[config.mk]
export PLATFORM = sky130hd
export DESIGN_NAME = snake_game
export DESIGN_NICKNAME = d
export VERILOG_FILES = /design/src/hdl/snake_pkg.sv /design/src/hdl/snake_game.sv /design/src/hdl/fruit_score.sv /design/src/hdl/snake_body.sv /design/src/hdl/steering.sv /design/src/hdl/game_control.sv /design/src/hdl/prbs7.sv
export VERILOG_INCLUDE_DIRS = /design/src /design/src/hdl
export SDC_FILE = /design/constraint.sdc
export NUM_CORES = 1
export LEC_CHECK = 0
export BUFFER_PORTS_ARGS = -buffer_cell sky130_fd_sc_hd__buf_2
export CELL_PAD_IN_SITES_DETAIL_PLACEMENT = 0
export CELL_PAD_IN_SITES_GLOBAL_PLACEMENT = 1
export CORE_ASPECT_RATIO = 1.5
export CORE_MARGIN = 4
export CORE_UTILIZATION = 56
export CTS_CLUSTER_DIAMETER = 120
export DETAILED_ROUTE_END_ITERATION = 6
export PLACE_DENSITY = 0.83
export SYNTH_ARGS = -nofsm -noshare
export SYNTH_HDL_FRONTEND = slang
export SYNTH_SLANG_ARGS = --single-unit
export TNS_END_PERCENT = 5
[constraint.sdc]
create_clock -name clock_25 -period 6.5 [get_ports clock_25]
set_input_delay 1.3 -clock clock_25 [delete_from_list [all_inputs] [get_ports clock_25]]
set_output_delay 1.3 -clock clock_25 [all_outputs]
set_load 0.005 [all_outputs]
[src/hdl/snake_defines.svh]
`ifndef SNAKE_DEFINES_SVH
`define SNAKE_DEFINES_SVH

// Playing field in cells including the border
`define SNAKE_FIELD_W       124
`define SNAKE_FIELD_H       81

// Head plus up to 31 body slots
`define SNAKE_LEN_BITS      5
`define SNAKE_LEN_MAX       32
`define SNAKE_START_LEN     6   // Length after reset or restart

// Head start cell with the body trailing to its left
`define SNAKE_START_X       8
`define SNAKE_START_Y       40

`define SNAKE_FRUIT_X0      18  // First fruit
`define SNAKE_FRUIT_Y0      50

`define SNAKE_SCORE_MAX     99  // Score wraps to 0 after this

// PRBS start values for the fruit generators
`define SNAKE_SEED_X        7'h1C
`define SNAKE_SEED_Y        7'h30

// Marker for body slots not yet in use
`define SNAKE_EMPTY_CELL    127

`endif
[src/hdl/snake_pkg.sv]
`default_nettype none

`include "snake_defines.svh"

package snake_pkg;

    typedef logic [6:0] cell_t;                     // One grid coordinate
    typedef logic [`SNAKE_LEN_BITS-1:0] len_t;
    typedef logic [6:0] score_t;

    typedef struct packed {
        cell_t x;
        cell_t y;
    } pos_t;

    // Clockwise order so that a turn is a step of one
    typedef enum logic [1:0] {
        dir_right = 2'd0,
        dir_down  = 2'd1,
        dir_left  = 2'd2,
        dir_up    = 2'd3
    } dir_t;

    typedef enum logic [2:0] {
        st_reset_idle,
        st_idle,
        st_wait,
        st_moving,
        st_move_done,
        st_eaten,
        st_fruit_update,
        st_collision
    } game_state_t;

    // Strobes from the game controller
    typedef struct packed {
        logic restart;
        logic move;
        logic eat;
        logic regen;
    } game_cmd_t;

endpackage

`default_nettype wire

[src/hdl/snake_game.sv]
`timescale 1ns/1ns
`default_nettype none

module snake_game import snake_pkg::*; (
    input  wire    clock_25,
    input  wire    reset,
    input  wire    game_tik,
    input  wire    turn_right,
    input  wire    turn_left,
    output pos_t   head,
    output pos_t   fruit,
    output score_t score,
    output len_t   snake_length,
    output logic   running,
    output logic   game_over,
    output logic   tick_ready
);

    game_cmd_t cmd;
    dir_t      dir;
    logic      turn_enable;
    logic      crash;
    logic      eaten;
    logic      fruit_on_snake;
    logic      fruit_retry;

    game_control u_control (
        .clock_25(clock_25),
        .reset(reset),
        .game_tik(game_tik),
        .turn_right(turn_right),
        .turn_left(turn_left),
        .crash(crash),
        .eaten(eaten),
        .fruit_retry(fruit_retry),
        .cmd(cmd),
        .turn_enable(turn_enable),
        .running(running),
        .game_over(game_over),
        .tick_ready(tick_ready)
    );

    steering u_steering (
        .clock_25(clock_25),
        .reset(reset),
        .cmd(cmd),
        .turn_right(turn_right),
        .turn_left(turn_left),
        .turn_enable(turn_enable),
        .dir(dir)
    );

    snake_body u_body (
        .clock_25(clock_25),
        .reset(reset),
        .cmd(cmd),
        .dir(dir),
        .fruit(fruit),
        .snake_length(snake_length),
        .head(head),
        .crash(crash),
        .eaten(eaten),
        .fruit_on_snake(fruit_on_snake)
    );

    fruit_score u_fruit (
        .clock_25(clock_25),
        .reset(reset),
        .cmd(cmd),
        .fruit_on_snake(fruit_on_snake),
        .fruit(fruit),
        .score(score),
        .snake_length(snake_length),
        .fruit_retry(fruit_retry)
    );

endmodule

`default_nettype wire

[src/hdl/fruit_score.sv]
`timescale 1ns/1ns
`default_nettype none

`include "snake_defines.svh"

module fruit_score import snake_pkg::*; (
    input  wire       clock_25,
    input  wire       reset,
    input  game_cmd_t cmd,
    input  wire       fruit_on_snake,
    output pos_t      fruit,
    output score_t    score,
    output len_t      snake_length,
    output logic      fruit_retry
);

    localparam pos_t FRUIT_START = '{x: cell_t'(`SNAKE_FRUIT_X0), y: cell_t'(`SNAKE_FRUIT_Y0)};

    cell_t rnd_x;
    cell_t rnd_y;

    prbs7 #(
        .SEED(cell_t'(`SNAKE_SEED_X))
    ) prbs_x (
        .clock_25(clock_25),
        .reset(reset),
        .rnd(rnd_x)
    );

    prbs7 #(
        .SEED(cell_t'(`SNAKE_SEED_Y))
    ) prbs_y (
        .clock_25(clock_25),
        .reset(reset),
        .rnd(rnd_y)
    );

    // Fruit must sit strictly inside the border and off the snake
    assign fruit_retry = fruit_on_snake || (fruit.x == 7'd0) || (fruit.y == 7'd0)
                      || (fruit.x >= cell_t'(`SNAKE_FIELD_W - 1))
                      || (fruit.y >= cell_t'(`SNAKE_FIELD_H - 1));

    always_ff @(posedge clock_25 or negedge reset) begin
        if (!reset) begin
            fruit        <= FRUIT_START;
            score        <= '0;
            snake_length <= len_t'(`SNAKE_START_LEN);
        end else if (cmd.restart) begin
            fruit        <= FRUIT_START;
            score        <= '0;
            snake_length <= len_t'(`SNAKE_START_LEN);
        end else if (cmd.eat) begin
            fruit <= '{x: rnd_x, y: rnd_y};
            if (score == score_t'(`SNAKE_SCORE_MAX))
                score <= '0;
            else
                score <= score + 7'd1;
            if (snake_length != len_t'(`SNAKE_LEN_MAX - 1))    // Saturate at full length
                snake_length <= snake_length + len_t'(1);
        end else if (cmd.regen && fruit_retry) begin
            fruit <= '{x: rnd_x, y: rnd_y};
        end
    end

endmodule

`default_nettype wire

[src/hdl/snake_body.sv]
`timescale 1ns/1ns
`default_nettype none

`include "snake_defines.svh"

module snake_body import snake_pkg::*; (
    input  wire       clock_25,
    input  wire       reset,
    input  game_cmd_t cmd,
    input  dir_t      dir,
    input  pos_t      fruit,
    input  len_t      snake_length,
    output pos_t      head,
    output logic      crash,
    output logic      eaten,
    output logic      fruit_on_snake
);

    localparam int   SLOTS     = `SNAKE_LEN_MAX - 1;
    localparam pos_t START_POS = '{x: cell_t'(`SNAKE_START_X), y: cell_t'(`SNAKE_START_Y)};
    localparam pos_t EMPTY_POS = '{x: cell_t'(`SNAKE_EMPTY_CELL), y: cell_t'(`SNAKE_EMPTY_CELL)};

    pos_t           body [SLOTS];   // Slot 0 sits right behind the head
    pos_t           head_next;
    logic           at_wall;        // Head is against the wall it faces
    logic [SLOTS-1:0] body_hit;
    logic [SLOTS-1:0] fruit_hit;

    always_comb begin
        head_next = head;
        at_wall   = 1'b0;
        case (dir)
            dir_right: begin
                if (head.x < cell_t'(`SNAKE_FIELD_W - 1))
                    head_next.x = head.x + 7'd1;
                else
                    at_wall = 1'b1;
            end
            dir_down: begin
                if (head.y < cell_t'(`SNAKE_FIELD_H - 1))
                    head_next.y = head.y + 7'd1;
                else
                    at_wall = 1'b1;
            end
            dir_left: begin
                if (head.x > 7'd0)
                    head_next.x = head.x - 7'd1;
                else
                    at_wall = 1'b1;
            end
            default: begin                              // Up
                if (head.y > 7'd0)
                    head_next.y = head.y - 7'd1;
                else
                    at_wall = 1'b1;
            end
        endcase
    end

    always_ff @(posedge clock_25 or negedge reset) begin
        if (!reset)
            head <= START_POS;
        else if (cmd.restart)
            head <= START_POS;
        else if (cmd.move)
            head <= head_next;
    end

    always_ff @(posedge clock_25) begin
        if (cmd.restart) begin
            for (int i = 0; i < SLOTS; i++) begin
                if (i < `SNAKE_START_LEN - 1)
                    body[i] <= '{x: cell_t'(`SNAKE_START_X - 1 - i), y: START_POS.y};
                else
                    body[i] <= EMPTY_POS;
            end
        end else if (cmd.move) begin
            body[0] <= head;
            for (int i = 1; i < SLOTS; i++) begin
                if (i < int'(snake_length) - 1)     // Slots past the tail stay put
                    body[i] <= body[i-1];
            end
        end
    end

    always_comb begin
        for (int i = 0; i < SLOTS; i++) begin
            body_hit[i]  = (body[i] == head);
            fruit_hit[i] = (body[i] == fruit);
        end
    end

    assign crash          = at_wall || (|body_hit);
    assign eaten          = (head == fruit);
    assign fruit_on_snake = eaten || (|fruit_hit);

endmodule

`default_nettype wire

[src/hdl/steering.sv]
`timescale 1ns/1ns
`default_nettype none

module steering import snake_pkg::*; (
    input  wire       clock_25,
    input  wire       reset,
    input  game_cmd_t cmd,
    input  wire       turn_right,
    input  wire       turn_left,
    input  wire       turn_enable,
    output dir_t      dir
);

    logic turn_cw;          // Pending clockwise turn
    logic turn_ccw;
    dir_t dir_base;         // Heading taken at the last move
    dir_t dir_want;

    // Latest press wins, both at once cancel
    always_ff @(posedge clock_25 or negedge reset) begin
        if (!reset) begin
            turn_cw  <= 1'b0;
            turn_ccw <= 1'b0;
        end else if (cmd.restart) begin
            turn_cw  <= 1'b0;
            turn_ccw <= 1'b0;
        end else if (turn_enable && (turn_right || turn_left)) begin
            turn_cw  <= turn_right && !turn_left;
            turn_ccw <= turn_left && !turn_right;
        end else if (cmd.move) begin
            turn_cw  <= 1'b0;
            turn_ccw <= 1'b0;
        end
    end

    always_comb begin
        if (turn_cw)
            dir_want = dir_t'(dir_base + 2'd1);
        else if (turn_ccw)
            dir_want = dir_t'(dir_base - 2'd1);
        else
            dir_want = dir_base;
    end

    // One rotation per pending turn, folded into the base on move
    always_ff @(posedge clock_25 or negedge reset) begin
        if (!reset) begin
            dir_base <= dir_right;
            dir      <= dir_right;
        end else if (cmd.restart) begin
            dir_base <= dir_right;
            dir      <= dir_right;
        end else begin
            if (cmd.move)
                dir_base <= dir_want;
            dir <= dir_want;
        end
    end

endmodule

`default_nettype wire

[src/hdl/game_control.sv]
`timescale 1ns/1ns
`default_nettype none

module game_control import snake_pkg::*; (
    input  wire       clock_25,
    input  wire       reset,
    input  wire       game_tik,
    input  wire       turn_right,
    input  wire       turn_left,
    input  wire       crash,
    input  wire       eaten,
    input  wire       fruit_retry,
    output game_cmd_t cmd,
    output logic      turn_enable,
    output logic      running,
    output logic      game_over,
    output logic      tick_ready
);

    game_state_t state;
    game_state_t state_next;
    logic        button;

    assign button = turn_right || turn_left;    // Either button starts or restarts

    always_ff @(posedge clock_25 or negedge reset) begin
        if (!reset)
            state <= st_reset_idle;
        else
            state <= state_next;
    end

    always_comb begin
        state_next = state;
        case (state)
            st_reset_idle:   state_next = st_idle;
            st_idle:         if (button) state_next = st_wait;
            st_wait:         if (game_tik) state_next = st_moving;
            st_moving:       state_next = st_move_done;
            st_move_done: begin
                if (crash)
                    state_next = st_collision;
                else if (eaten)
                    state_next = st_eaten;
                else
                    state_next = st_wait;
            end
            st_eaten:        state_next = st_fruit_update;
            st_fruit_update: if (!fruit_retry) state_next = st_wait;   // Retry until fruit is clear
            st_collision:    if (button) state_next = st_reset_idle;
            default:         state_next = st_reset_idle;
        endcase
    end

    // Moore outputs
    always_comb begin
        cmd.restart = (state == st_reset_idle);
        cmd.move    = (state == st_moving);
        cmd.eat     = (state == st_eaten);
        cmd.regen   = (state == st_fruit_update);
        tick_ready  = (state == st_wait);
        game_over   = (state == st_collision);
        running     = (state == st_wait) || (state == st_moving) || (state == st_move_done)
                   || (state == st_eaten) || (state == st_fruit_update);
        turn_enable = running;      // Idle presses only start the game
    end

endmodule

`default_nettype wire

[src/hdl/prbs7.sv]
`timescale 1ns/1ns
`default_nettype none

// Fibonacci LFSR with polynomial x^7 + x^6 + 1
module prbs7 import snake_pkg::*; #(
    parameter cell_t SEED = 7'h01       // Must not be zero
) (
    input  wire   clock_25,
    input  wire   reset,
    output cell_t rnd
);

    always_ff @(posedge clock_25 or negedge reset) begin
        if (!reset)
            rnd <= SEED;
        else
            rnd <= {rnd[5:0], rnd[6] ^ rnd[5]};
    end

endmodule

`default_nettype wire

==> impl_metrics.csv, run 1 <==
group,metric,value,unit
status,status,"finished, final reports clean",
routing,viasPerCell,6.26,
synthesis,yosys_warnings,0,
clock_tree,cts_tree,"done",
worst_setup_path,crit_type,"reg -> reg",
cells_and_area,antenna_cells,0,
place,place.gp.congestion,0.988,
synthesis,synthArstFlopShare,0.127,
clock_tree,clock-root-buffer,"clkbuf_16",
floorplanning,io_pins,48,
clock_tree,htreeDepth,2,
clock_tree,cts_buffers,49,
power_and_ir_drop,finalPower,15.5,mW
sta,min_period_over_period,0.689,
floorplanning,die_area,0.0584,mm^2
power_and_ir_drop,powerDensity,477,mW/mm^2
routing,drt_iter0_markers,2194,
synthesis,synthCells,2708,
sta,clock.fmax,0.223,GHz
worst_setup_path,crit_fanout,25,
worst_setup_path,endpoint_kind,"flip-flop",
power_and_ir_drop,irDropWorstVdd,514,uV
synthesis,synth_cell_types,64,
synthesis,seq_area_frac_synth,0.479,
sta,slew_violations,0,
clock_tree,cts_buffer_depth,3,
clock_tree,cts_resized,0,
sta,setup_violations,0,
cells_and_area,areaGrowthSynthToFinish,6.60,%
sta,maxSlewHeadroom,0.0691,
global_route,antenna_found_initial,1,
cells_and_area,utilization,0.605,
routing,vias,21400,
flow_run,maxCapViolations,0,
routing,firstDrtPassIters,5,
clock_tree,hold_buffers,0,
global_route,grt_pass1_vias,21800,
global_route,grt_usage,0.322,
routing,drtAntennaViolNets,0,
place,portBuffers,47,
worst_hold_path,hp-class,"reg -> reg",
power_and_ir_drop,p_leak,10.3,nW
synthesis,syn_area_per_cell,11.3,um^2
sta,tightest_slew,1380,ps
worst_setup_path,crit_arrival,4680,ps
synthesis,syn-num-nets,2732,
synthesis,synth_edf_count,434,
clock_tree,cts.reportedPaths.clkPinSlew,70,ps
sta,finalClockSkew,29.0,ps
clock_tree,cts_setup_buffers,0,
sta,grt_setup_unrepaired,"false",
floorplanning,rows,104,
worst_setup_path,cp-start-kind,"flip-flop",
cells_and_area,instances_no_fill,3413,
routing,totalWireLength,95.8,mm
floorplanning,coreArea,0.0539,mm^2
synthesis,synth_area,0.0306,mm^2
clock_tree,clock_latency,600,ps
place,dp.cells,3322,
cells_and_area,drive_gt1_frac,0.200,
sta,hold_viol,0,
global_route,grt_pass1_wl,140,mm
synthesis,synth_flop_cell,"edfxtp_1",
floorplanning,die_h,294,um
clock_tree,clock-sinks,497,
synthesis,synth-seq-cells,497,
worst_setup_path,worstPathRequired,6700,ps
sta,timing.final.crit_period,4480,ps
sta,fin_setup_tns,0,ps
floorplanning,die_x,199,um
floorplanning,start_util,0.567,
routing,avgRoutedWirePerCell,28.1,um
global_route,grt_max_degree,116,
place,dp_hpwl,65.3,mm
global_route,globalRoute.totalOverflow,0,
routing,drc,0,
cells_and_area,fin_nets,2709,
## cells in the mapped netlist, types with 5 or more instances
master    count  area [um^2]
or2_2       313         1960
a221o_1       5         50.1
inv_1        14         52.6
buf_6        38          428
ha_1         17          213
a31oi_1       8         50.1
edfxtp_1    434        13000
a221oi_1      8         70.1
clkbuf_1     56          210
xor2_1      725         6350
a22o_1        6         52.6
nand2_1      67          251
nor2b_1       8         50.1
buf_2        46          230
a21oi_1      28          140
buf_4        26          195
o21ai_0      51          255
nor2_1       95          357
nor4_1      165         1030
nand2b_1     76          475
or3_1         5         31.3
o31ai_1      10         75.1
dfstp_2      15          394
o22ai_1       9         56.3
buf_8         8          120
xnor2_1     179         1570
dfrtp_1      48         1200
nand4_1      99          619
nor3_1       21          105
nand3_1      22          110
and2_1       50          313
## registers in the layout, summed over array words and instances (netlist names), 3 cells and up
name	count
u_control.state	3
u_fruit.fruit	14
u_fruit.snake_length	5
u_fruit.prbs_x.rnd	7
u_body.head	14
u_body.body	434
u_fruit.score	7
u_fruit.prbs_y.rnd	7
## metrics by stage
stage	worst slack, ps	instance area (um^2)	hold WS (ps)
3_3_place_gp	2330	30900	366
4_1_cts	2130	32600	380
2_1_floorplan	3100	30600	361
6_report	2020	32600	379
3_5_place_dp	2120	30900	368
5_1_grt	1690	32600	390
## area by class of cell
class                   count  area, um^2
clock buffers              63        1360
repair buffers            100         633
flip-flops and latches    497       14700
inverters                  17        63.8
well taps                 689         862
fillers                  4454       21300
multi-input cells        2020       14700
clock inverters            27         299
## layer usage
layer | wire length (um) | track usage
met5 | 13 | 0
met4 | 7400 | 0.199
met3 | 7320 | 0.0589
met2 | 47200 | 0.554
met1 | 33800 | 0.371
## cells by family after synthesis
group | count (synthesis) | synth area share
AO/OA/AOI/OAI | 153 | 0.0327
XOR/XNOR | 905 | 0.260
flip-flops | 497 | 0.479
buffers and inverters | 191 | 0.0408
multiplexers | 3 | 0.00111
AND/OR/NAND/NOR | 940 | 0.179
adder cells (fa/ha/maj) | 19 | 0.00827
## cells in the final DEF (no fill, tap or decap), types with 28 or more instances in the layout
cell / netlist / routed
xor2_1: 725 / 725
edfxtp_1: 434 / 434
or2_2: 313 / 313
xnor2_1: 179 / 179
nor4_1: 165 / 165
nand4_1: 99 / 99
nor2_1: 95 / 95
nand2b_1: 76 / 76
nand2_1: 67 / 67
buf_4: 26 / 53
clkbuf_16: 0 / 52
and2_1: 50 / 50
buf_2: 46 / 47
o21ai_0: 51 / 40
a21oi_1: 28 / 28
dfrtp_1: 48 / 28
## power by group
group / leakage [nW] / internal, mW / total [mW] / switching [mW]
Combinational: 5.42 / 2.42 / 6.38 / 3.95
Sequential: 4.04 / 4.67 / 6.16 / 1.49
Clock: 0.808 / 1.72 / 3.00 / 1.28
Total: 10.3 / 8.82 / 15.5 / 6.72
## critical path, stage by stage (launching register included)
cell     delay [ps]
dfrtp_1         920
nand2_1         420
nor2_1          180
buf_4           190
o21a_1          280
and2_1          770
nand2_1         250
o21ai_1        1040
## path summary, 6_finish.rpt
path / start / end / slack (ps) / cells past startpoint
setup / recovery: u_control.state[0] / u_body.body[1][182] / 2020 / 7
hold / removal: u_fruit.prbs_x.rnd[2] / u_fruit.prbs_x.rnd[3] / 380 / 0
setup reg to reg: u_control.state[0] / u_body.body[1][182] / 2020 / 7
hold reg to reg: u_fruit.prbs_x.rnd[2] / u_fruit.prbs_x.rnd[3] / 380 / 0
max in group asynchronous: reset / u_body.head[6] / 5000 / 2
min in group asynchronous: reset / u_fruit.score[1] / 880 / 2
(Power assumes the default switching activity.)
==> inputs of run 2 (changes only) <==
--- a/config.mk
+++ b/config.mk
@@ -11,10 +11,10 @@
 export CELL_PAD_IN_SITES_GLOBAL_PLACEMENT = 1
 export CORE_ASPECT_RATIO = 1.5
 export CORE_MARGIN = 4
-export CORE_UTILIZATION = 56
+export CORE_UTILIZATION = 52
 export CTS_CLUSTER_DIAMETER = 120
 export DETAILED_ROUTE_END_ITERATION = 6
-export PLACE_DENSITY = 0.83
+export PLACE_DENSITY = 0.78
 export SYNTH_ARGS = -nofsm -noshare
 export SYNTH_HDL_FRONTEND = slang
 export SYNTH_SLANG_ARGS = --single-unit
==> constraint.sdc (replaced) <==
create_clock -name clock_25 -period 4.3 [get_ports clock_25]
set_input_delay 0.86 -clock clock_25 [delete_from_list [all_inputs] [get_ports clock_25]]
set_output_delay 0.86 -clock clock_25 [all_outputs]
set_load 0.005 [all_outputs]
==> run 2 against run 1 <==
Against the previous run: setup slack lost 1900 ps; count of clock-buffer cells in the layout up 1; via count is 2.1% higher; sequential power increased by 52%.
==> impl_metrics.csv, run 2 (same netlist as run 1, synthesis figures left out) <==
group,metric,value,unit
worst_setup_path,crit_arrival,4610,ps
worst_setup_path,r2r-end,"u_fruit.fruit[12]",
worst_setup_path,cp-start-kind,"flip-flop",
clock_tree,cts_buffer_depth,3,
sta,fin_setup_tns,0,ps
cells_and_area,top_regs,"u_body.body (434), u_body.head (14), u_fruit.fruit (14)",
routing,drc,0,
sta,slew_violations,0,
power_and_ir_drop,pwr-share-seq,0.383,
cells_and_area,largest_reg_flops,434,
flow_run,maxCapViolations,0,
clock_tree,cts_setup_buffers,0,
routing,totalWireLength,103,mm
floorplanning,die_h,305,um
routing,viasPerCell,6.14,
cells_and_area,top_register,"u_body.body",
global_route,grt_max_degree,93,
sta,maxSlewHeadroom,0.137,
worst_setup_path,worstRegToRegCells,8,
sta,min_period_over_period,0.962,
routing,dr_wl_met2,50.4,mm
sta,setup_violations,0,
global_route,grt_pass1_vias,22200,
sta,clock.fmax,0.242,GHz
clock_tree,cts_buffers,50,
power_and_ir_drop,p_clk_frac,0.188,
cells_and_area,instances_no_fill,3554,
routing,drtAntennaViolNets,0,
status,status,"finished, final reports clean",
routing,top_layer_used,"met5",
cells_and_area,drive_gt1_frac,0.216,
power_and_ir_drop,switching_share,0.435,
worst_setup_path,r2r-start,"u_fruit.fruit[9]",
routing,drt_iter0_markers,2093,
place,dp_hpwl,70.8,mm
worst_setup_path,endpoint_kind,"flip-flop",
power_and_ir_drop,p_leak,10.6,nW
sta,grt_setup_unrepaired,"false",
cells_and_area,layout_commonest_cell,"xor2_1",
clock_tree,cts_resized,0,
cells_and_area,fillers,4851,
worst_setup_path,crit_type,"reg -> reg",
global_route,antenna_found_initial,5,
routing,firstDrtPassIters,5,
power_and_ir_drop,power.internal,13.8,mW
floorplanning,die_area,0.0628,mm^2
global_route,grt_usage,0.324,
floorplanning,coreArea,0.0580,mm^2
routing,avgRoutedWirePerCell,29.0,um
worst_setup_path,worstPathRequired,4780,ps
global_route,globalRoute.totalOverflow,0,
routing,wl_met3,7.59,mm
power_and_ir_drop,irDropWorstVdd,873,uV
place,portBuffers,47,
floorplanning,io_pins,48,
power_and_ir_drop,finalPower,24.4,mW
floorplanning,die_x,206,um
sta,timing.final.crit_period,4140,ps
floorplanning,start_util,0.527,
cells_and_area,areaGrowthSynthToFinish,9.26,%
place,place.gp.congestion,0.959,
clock_tree,hold_buffers,0,
clock_tree,clock-sinks,497,
clock_tree,cts_tree,"done",
sta,tightest_slew,1290,ps
floorplanning,rows,108,
routing,vias,21800,
place,dp.cells,3461,
power_and_ir_drop,power.switching,10.6,mW
sta,finalClockSkew,16.5,ps
routing,wl_met1,37.3,mm
power_and_ir_drop,powerDensity,731,mW/mm^2
clock_tree,cts.reportedPaths.clkPinSlew,60,ps
worst_setup_path,crit_fanout,28,
clock_tree,clock_latency,610,ps
clock_tree,clock-root-buffer,"clkbuf_16",
cells_and_area,final_cell_mix,"725 x xor2_1, 434 x edfxtp_1, 313 x or2_2",
worst_setup_path,reg2reg_slack,160,ps
global_route,grt_pass1_wl,149,mm
power_and_ir_drop,p_comb_frac,0.429,
clock_tree,htreeDepth,2,
cells_and_area,fin_nets,2767,
worst_hold_path,hp-class,"in -> async",
sta,hold_viol,0,
run 2: routing by layer:
layer  up-vias  track usage
met5         -            0
met4         4        0.193
li1       9381            -
met1     10800        0.390
met3       404       0.0499
met2      1191        0.546
run 2: worst max-delay path: stages, from the launching register on:
cell	delay (ps)
dfrtp_2	1220
xnor2_1	210
nand4_1	140
nor4_1	860
a31oi_1	310
and3_1	330
nand4_1	280
nand2_2	270
a221oi_1	390
run 2: how the worst max path moves through the flow:
stage / start / to
2_1_floorplan: u_fruit.snake_length[1] / u_body.body[1][14]
3_3_place_gp: u_fruit.fruit[9] / u_fruit.fruit[2]
3_5_place_dp: u_fruit.fruit[9] / u_fruit.fruit[6]
4_1_cts: u_fruit.fruit[9] / u_fruit.fruit[12]
5_1_grt: u_fruit.fruit[9] / u_fruit.fruit[2]
6_report: u_fruit.fruit[9] / u_fruit.fruit[12]
run 2: cell type report:
cell class	instances	area (um^2)	area share
Antenna cell	1	2.50	0.0000750
Clock buffer	64	1400	0.0419
Clock inverter	28	272	0.00813
Inverter	17	63.8	0.00191
Multi-Input combinational cell	2020	14700	0.440
Sequential cell	497	14700	0.439
Tap cell	770	963	0.0289
Timing Repair Buffer	157	1340	0.0400
run 2: power groups by stage:
stage          logic, mW  clock network [mW]  registers, mW
5_1_grt             11.2                4.79           9.38
2_1_floorplan       8.09                   0           7.87
3_3_place_gp        10.1                   0           9.34
6_report            10.5                4.57           9.35
4_1_cts             10.3                4.60           9.27
3_5_place_dp        10.3                   0           9.35
run 2: metrics by stage:
step | instance area (um^2) | util | hold slack [ps] | setup slack [ps]
5_1_grt | 33400 | 0.576 | 387 | 75.4
3_5_place_dp | 31700 | 0.547 | 372 | 218
2_1_floorplan | 30600 | - | 361 | 902
4_1_cts | 33400 | 0.576 | 377 | 181
3_3_place_gp | 31700 | 0.547 | 366 | 282
6_report | 33400 | 0.576 | 361 | 164
==> inputs of run 3 (changes only) <==
==> constraint.sdc (replaced) <==
create_clock -name clock_25 -period 4.3 [get_ports clock_25]
set_input_delay 0 -clock clock_25 [delete_from_list [all_inputs] [get_ports clock_25]]
set_output_delay 0 -clock clock_25 [all_outputs]
set_load 0.005 [all_outputs]
==> run 3 against run 2 <==
Against the previous run: sequential share of layout area up 0.059 points; setup slack better by 42 ps; fmax up 1.0%; utilization down 0.078 points; total power down 1.7%; clock power down 7.0%; die area unchanged; largest power group unchanged; non-clock buffer count up 9.
==> impl_metrics.csv, run 3 (same netlist as run 1, synthesis figures left out) <==
group,metric,value,unit
clock_tree,cts_setup_buffers,0,
cells_and_area,top_regs,"u_body.body (434), u_body.head (14), u_fruit.fruit (14)",
clock_tree,hold_buffers,7,
worst_hold_path,hold_path_depth,3,
worst_setup_path,crit_arrival,4590,ps
global_route,grt_usage,0.317,
clock_tree,clock-root-buffer,"clkbuf_16",
sta,hold_viol,0,
power_and_ir_drop,powerDensity,719,mW/mm^2
cells_and_area,largest_reg_flops,434,
clock_tree,cts.reportedPaths.clkPinSlew,60,ps
clock_tree,cts_buffer_depth,3,
cells_and_area,regArea,0.0147,mm^2
cells_and_area,final_cell_mix,"725 x xor2_1, 434 x edfxtp_1, 313 x or2_2",
sta,grt_setup_unrepaired,"false",
sta,maxSlewHeadroom,0.127,
routing,viasPerCell,6.09,
power_and_ir_drop,p_leak,10.6,nW
floorplanning,start_util,0.527,
sta,fin_setup_tns,0,ps
worst_setup_path,reg2reg_slack,210,ps
worst_setup_path,r2r-start,"u_body.head[3]",
clock_tree,clock-sinks,497,
floorplanning,die_x,206,um
worst_hold_path,min_from,"turn_right",
sta,setup_violations,0,
cells_and_area,fin_nets,2776,
worst_setup_path,cp-start-kind,"flip-flop",
clock_tree,cts_resized,0,
worst_hold_path,hold_path_end,"u_steering.turn_cw",
cells_and_area,fillers,4840,
routing,drc,0,
power_and_ir_drop,irDropWorstVdd,743,uV
routing,totalWireLength,101,mm
floorplanning,io_pins,48,
global_route,antenna_found_initial,1,
sta,timing.final.crit_period,4090,ps
worst_setup_path,crit_fanout,14,
cells_and_area,instances_no_fill,3561,
clock_tree,htreeDepth,2,
worst_setup_path,r2r-end,"u_control.state[0]",
worst_setup_path,crit_type,"reg -> reg",
cells_and_area,layout_commonest_cell,"xor2_1",
routing,avgRoutedWirePerCell,28.3,um
floorplanning,coreArea,0.0580,mm^2
place,portBuffers,47,
place,dp.cells,3463,
flow_run,maxCapViolations,0,
sta,clock.fmax,0.244,GHz
routing,drt_iter0_markers,1836,
floorplanning,die_h,305,um
cells_and_area,areaGrowthSynthToFinish,9.11,%
cells_and_area,drive_gt1_frac,0.213,
sta,slew_violations,0,
place,place.gp.congestion,0.915,
place,dp_hpwl,69.5,mm
clock_tree,clock_latency,610,ps
worst_setup_path,worstPathRequired,4800,ps
cells_and_area,utilization,0.575,
floorplanning,die_area,0.0628,mm^2
sta,tightest_slew,1300,ps
clock_tree,cts_tree,"done",
cells_and_area,multi_input_area,0.0147,mm^2
sta,finalClockSkew,26.7,ps
clock_tree,cts_buffers,50,
status,status,"finished, final reports clean",
worst_setup_path,endpoint_kind,"flip-flop",
global_route,globalRoute.totalOverflow,0,
floorplanning,rows,108,
worst_setup_path,worstRegToRegCells,10,
routing,vias,21700,
sta,min_period_over_period,0.952,
routing,drtAntennaViolNets,0,
worst_hold_path,hp-class,"in -> reg",
global_route,grt_pass1_vias,22300,
cells_and_area,top_register,"u_body.body",
routing,firstDrtPassIters,6,
global_route,grt_pass1_wl,147,mm
global_route,grt_max_degree,184,
run 3: changes by cell type in the layout (fill, tap and decap cells not counted), sizes merged:
cell,change
buf,+2
bufinv,-3
clkbuf,+3
clkinvlp,-2
dlygate4sd3,+7
run 3: worst max path at each step:
stage	to	cells past startpoint	slack (ps)	start
3_3_place_gp	u_fruit.fruit[1]	8	300	u_fruit.fruit[4]
3_5_place_dp	u_fruit.fruit[4]	8	250	u_fruit.fruit[4]
4_1_cts	u_fruit.fruit[13]	8	250	u_fruit.fruit[4]
5_1_grt	u_fruit.fruit[9]	8	70	u_fruit.fruit[4]
2_1_floorplan	u_body.body[1][14]	7	900	u_fruit.snake_length[1]
6_report	u_control.state[0]	10	210	u_body.head[3]
run 3: power by group:
group / total (mW) / internal (mW) / switching (mW)
Clock: 4.25 / 2.32 / 1.93
Combinational: 10.5 / 4.17 / 6.32
Sequential: 9.23 / 7.04 / 2.19
Total: 24.0 / 13.5 / 10.4
run 3: worst max-delay path: stages, from the launching register on:
cell and delay (ps):
dfstp_2 960, buf_4 400, buf_4 190, xor2_1 130
nor4_1 80, nand4_1 300, nand4_1 420, nor4b_1 390
nand4_1 500, o21a_1 360, o221a_2 240
run 3: area by class of cell:
| type | instances | area share |
|---|---|---|
| multi-input combinational | 2020 | 0.441 |
| clock buffer | 67 | 0.0407 |
| timing repair buffer | 166 | 0.0434 |
| clock inverter | 23 | 0.00477 |
| tap | 770 | 0.0289 |
| antenna | 1 | 0.0000751 |
| inverter | 17 | 0.00191 |
| sequential | 497 | 0.440 |
run 3: per-layer routing:
layer / up-vias / wire length, um / part of all wire / GRT usage
met5: - / 13 / 0.00013 / 0
met4: 2 / 8130 / 0.081 / 0.203
met3: 413 / 7370 / 0.073 / 0.0548
met2: 1139 / 49600 / 0.49 / 0.537
met1: 10700 / 35600 / 0.35 / 0.368
li1: 9411 / - / - / -
run 3: stage by stage:
stage	power, mW	setup slack [ps]	cell area (um^2)	hold WS, ps
after floorplan	16.0	902	30600	-296
after global placement	19.4	295	31700	5.63
after detailed placement	19.6	254	31700	20.7
after CTS	23.9	245	33300	280
after global routing	25.0	73.5	33300	324
final	24.0	206	33300	274
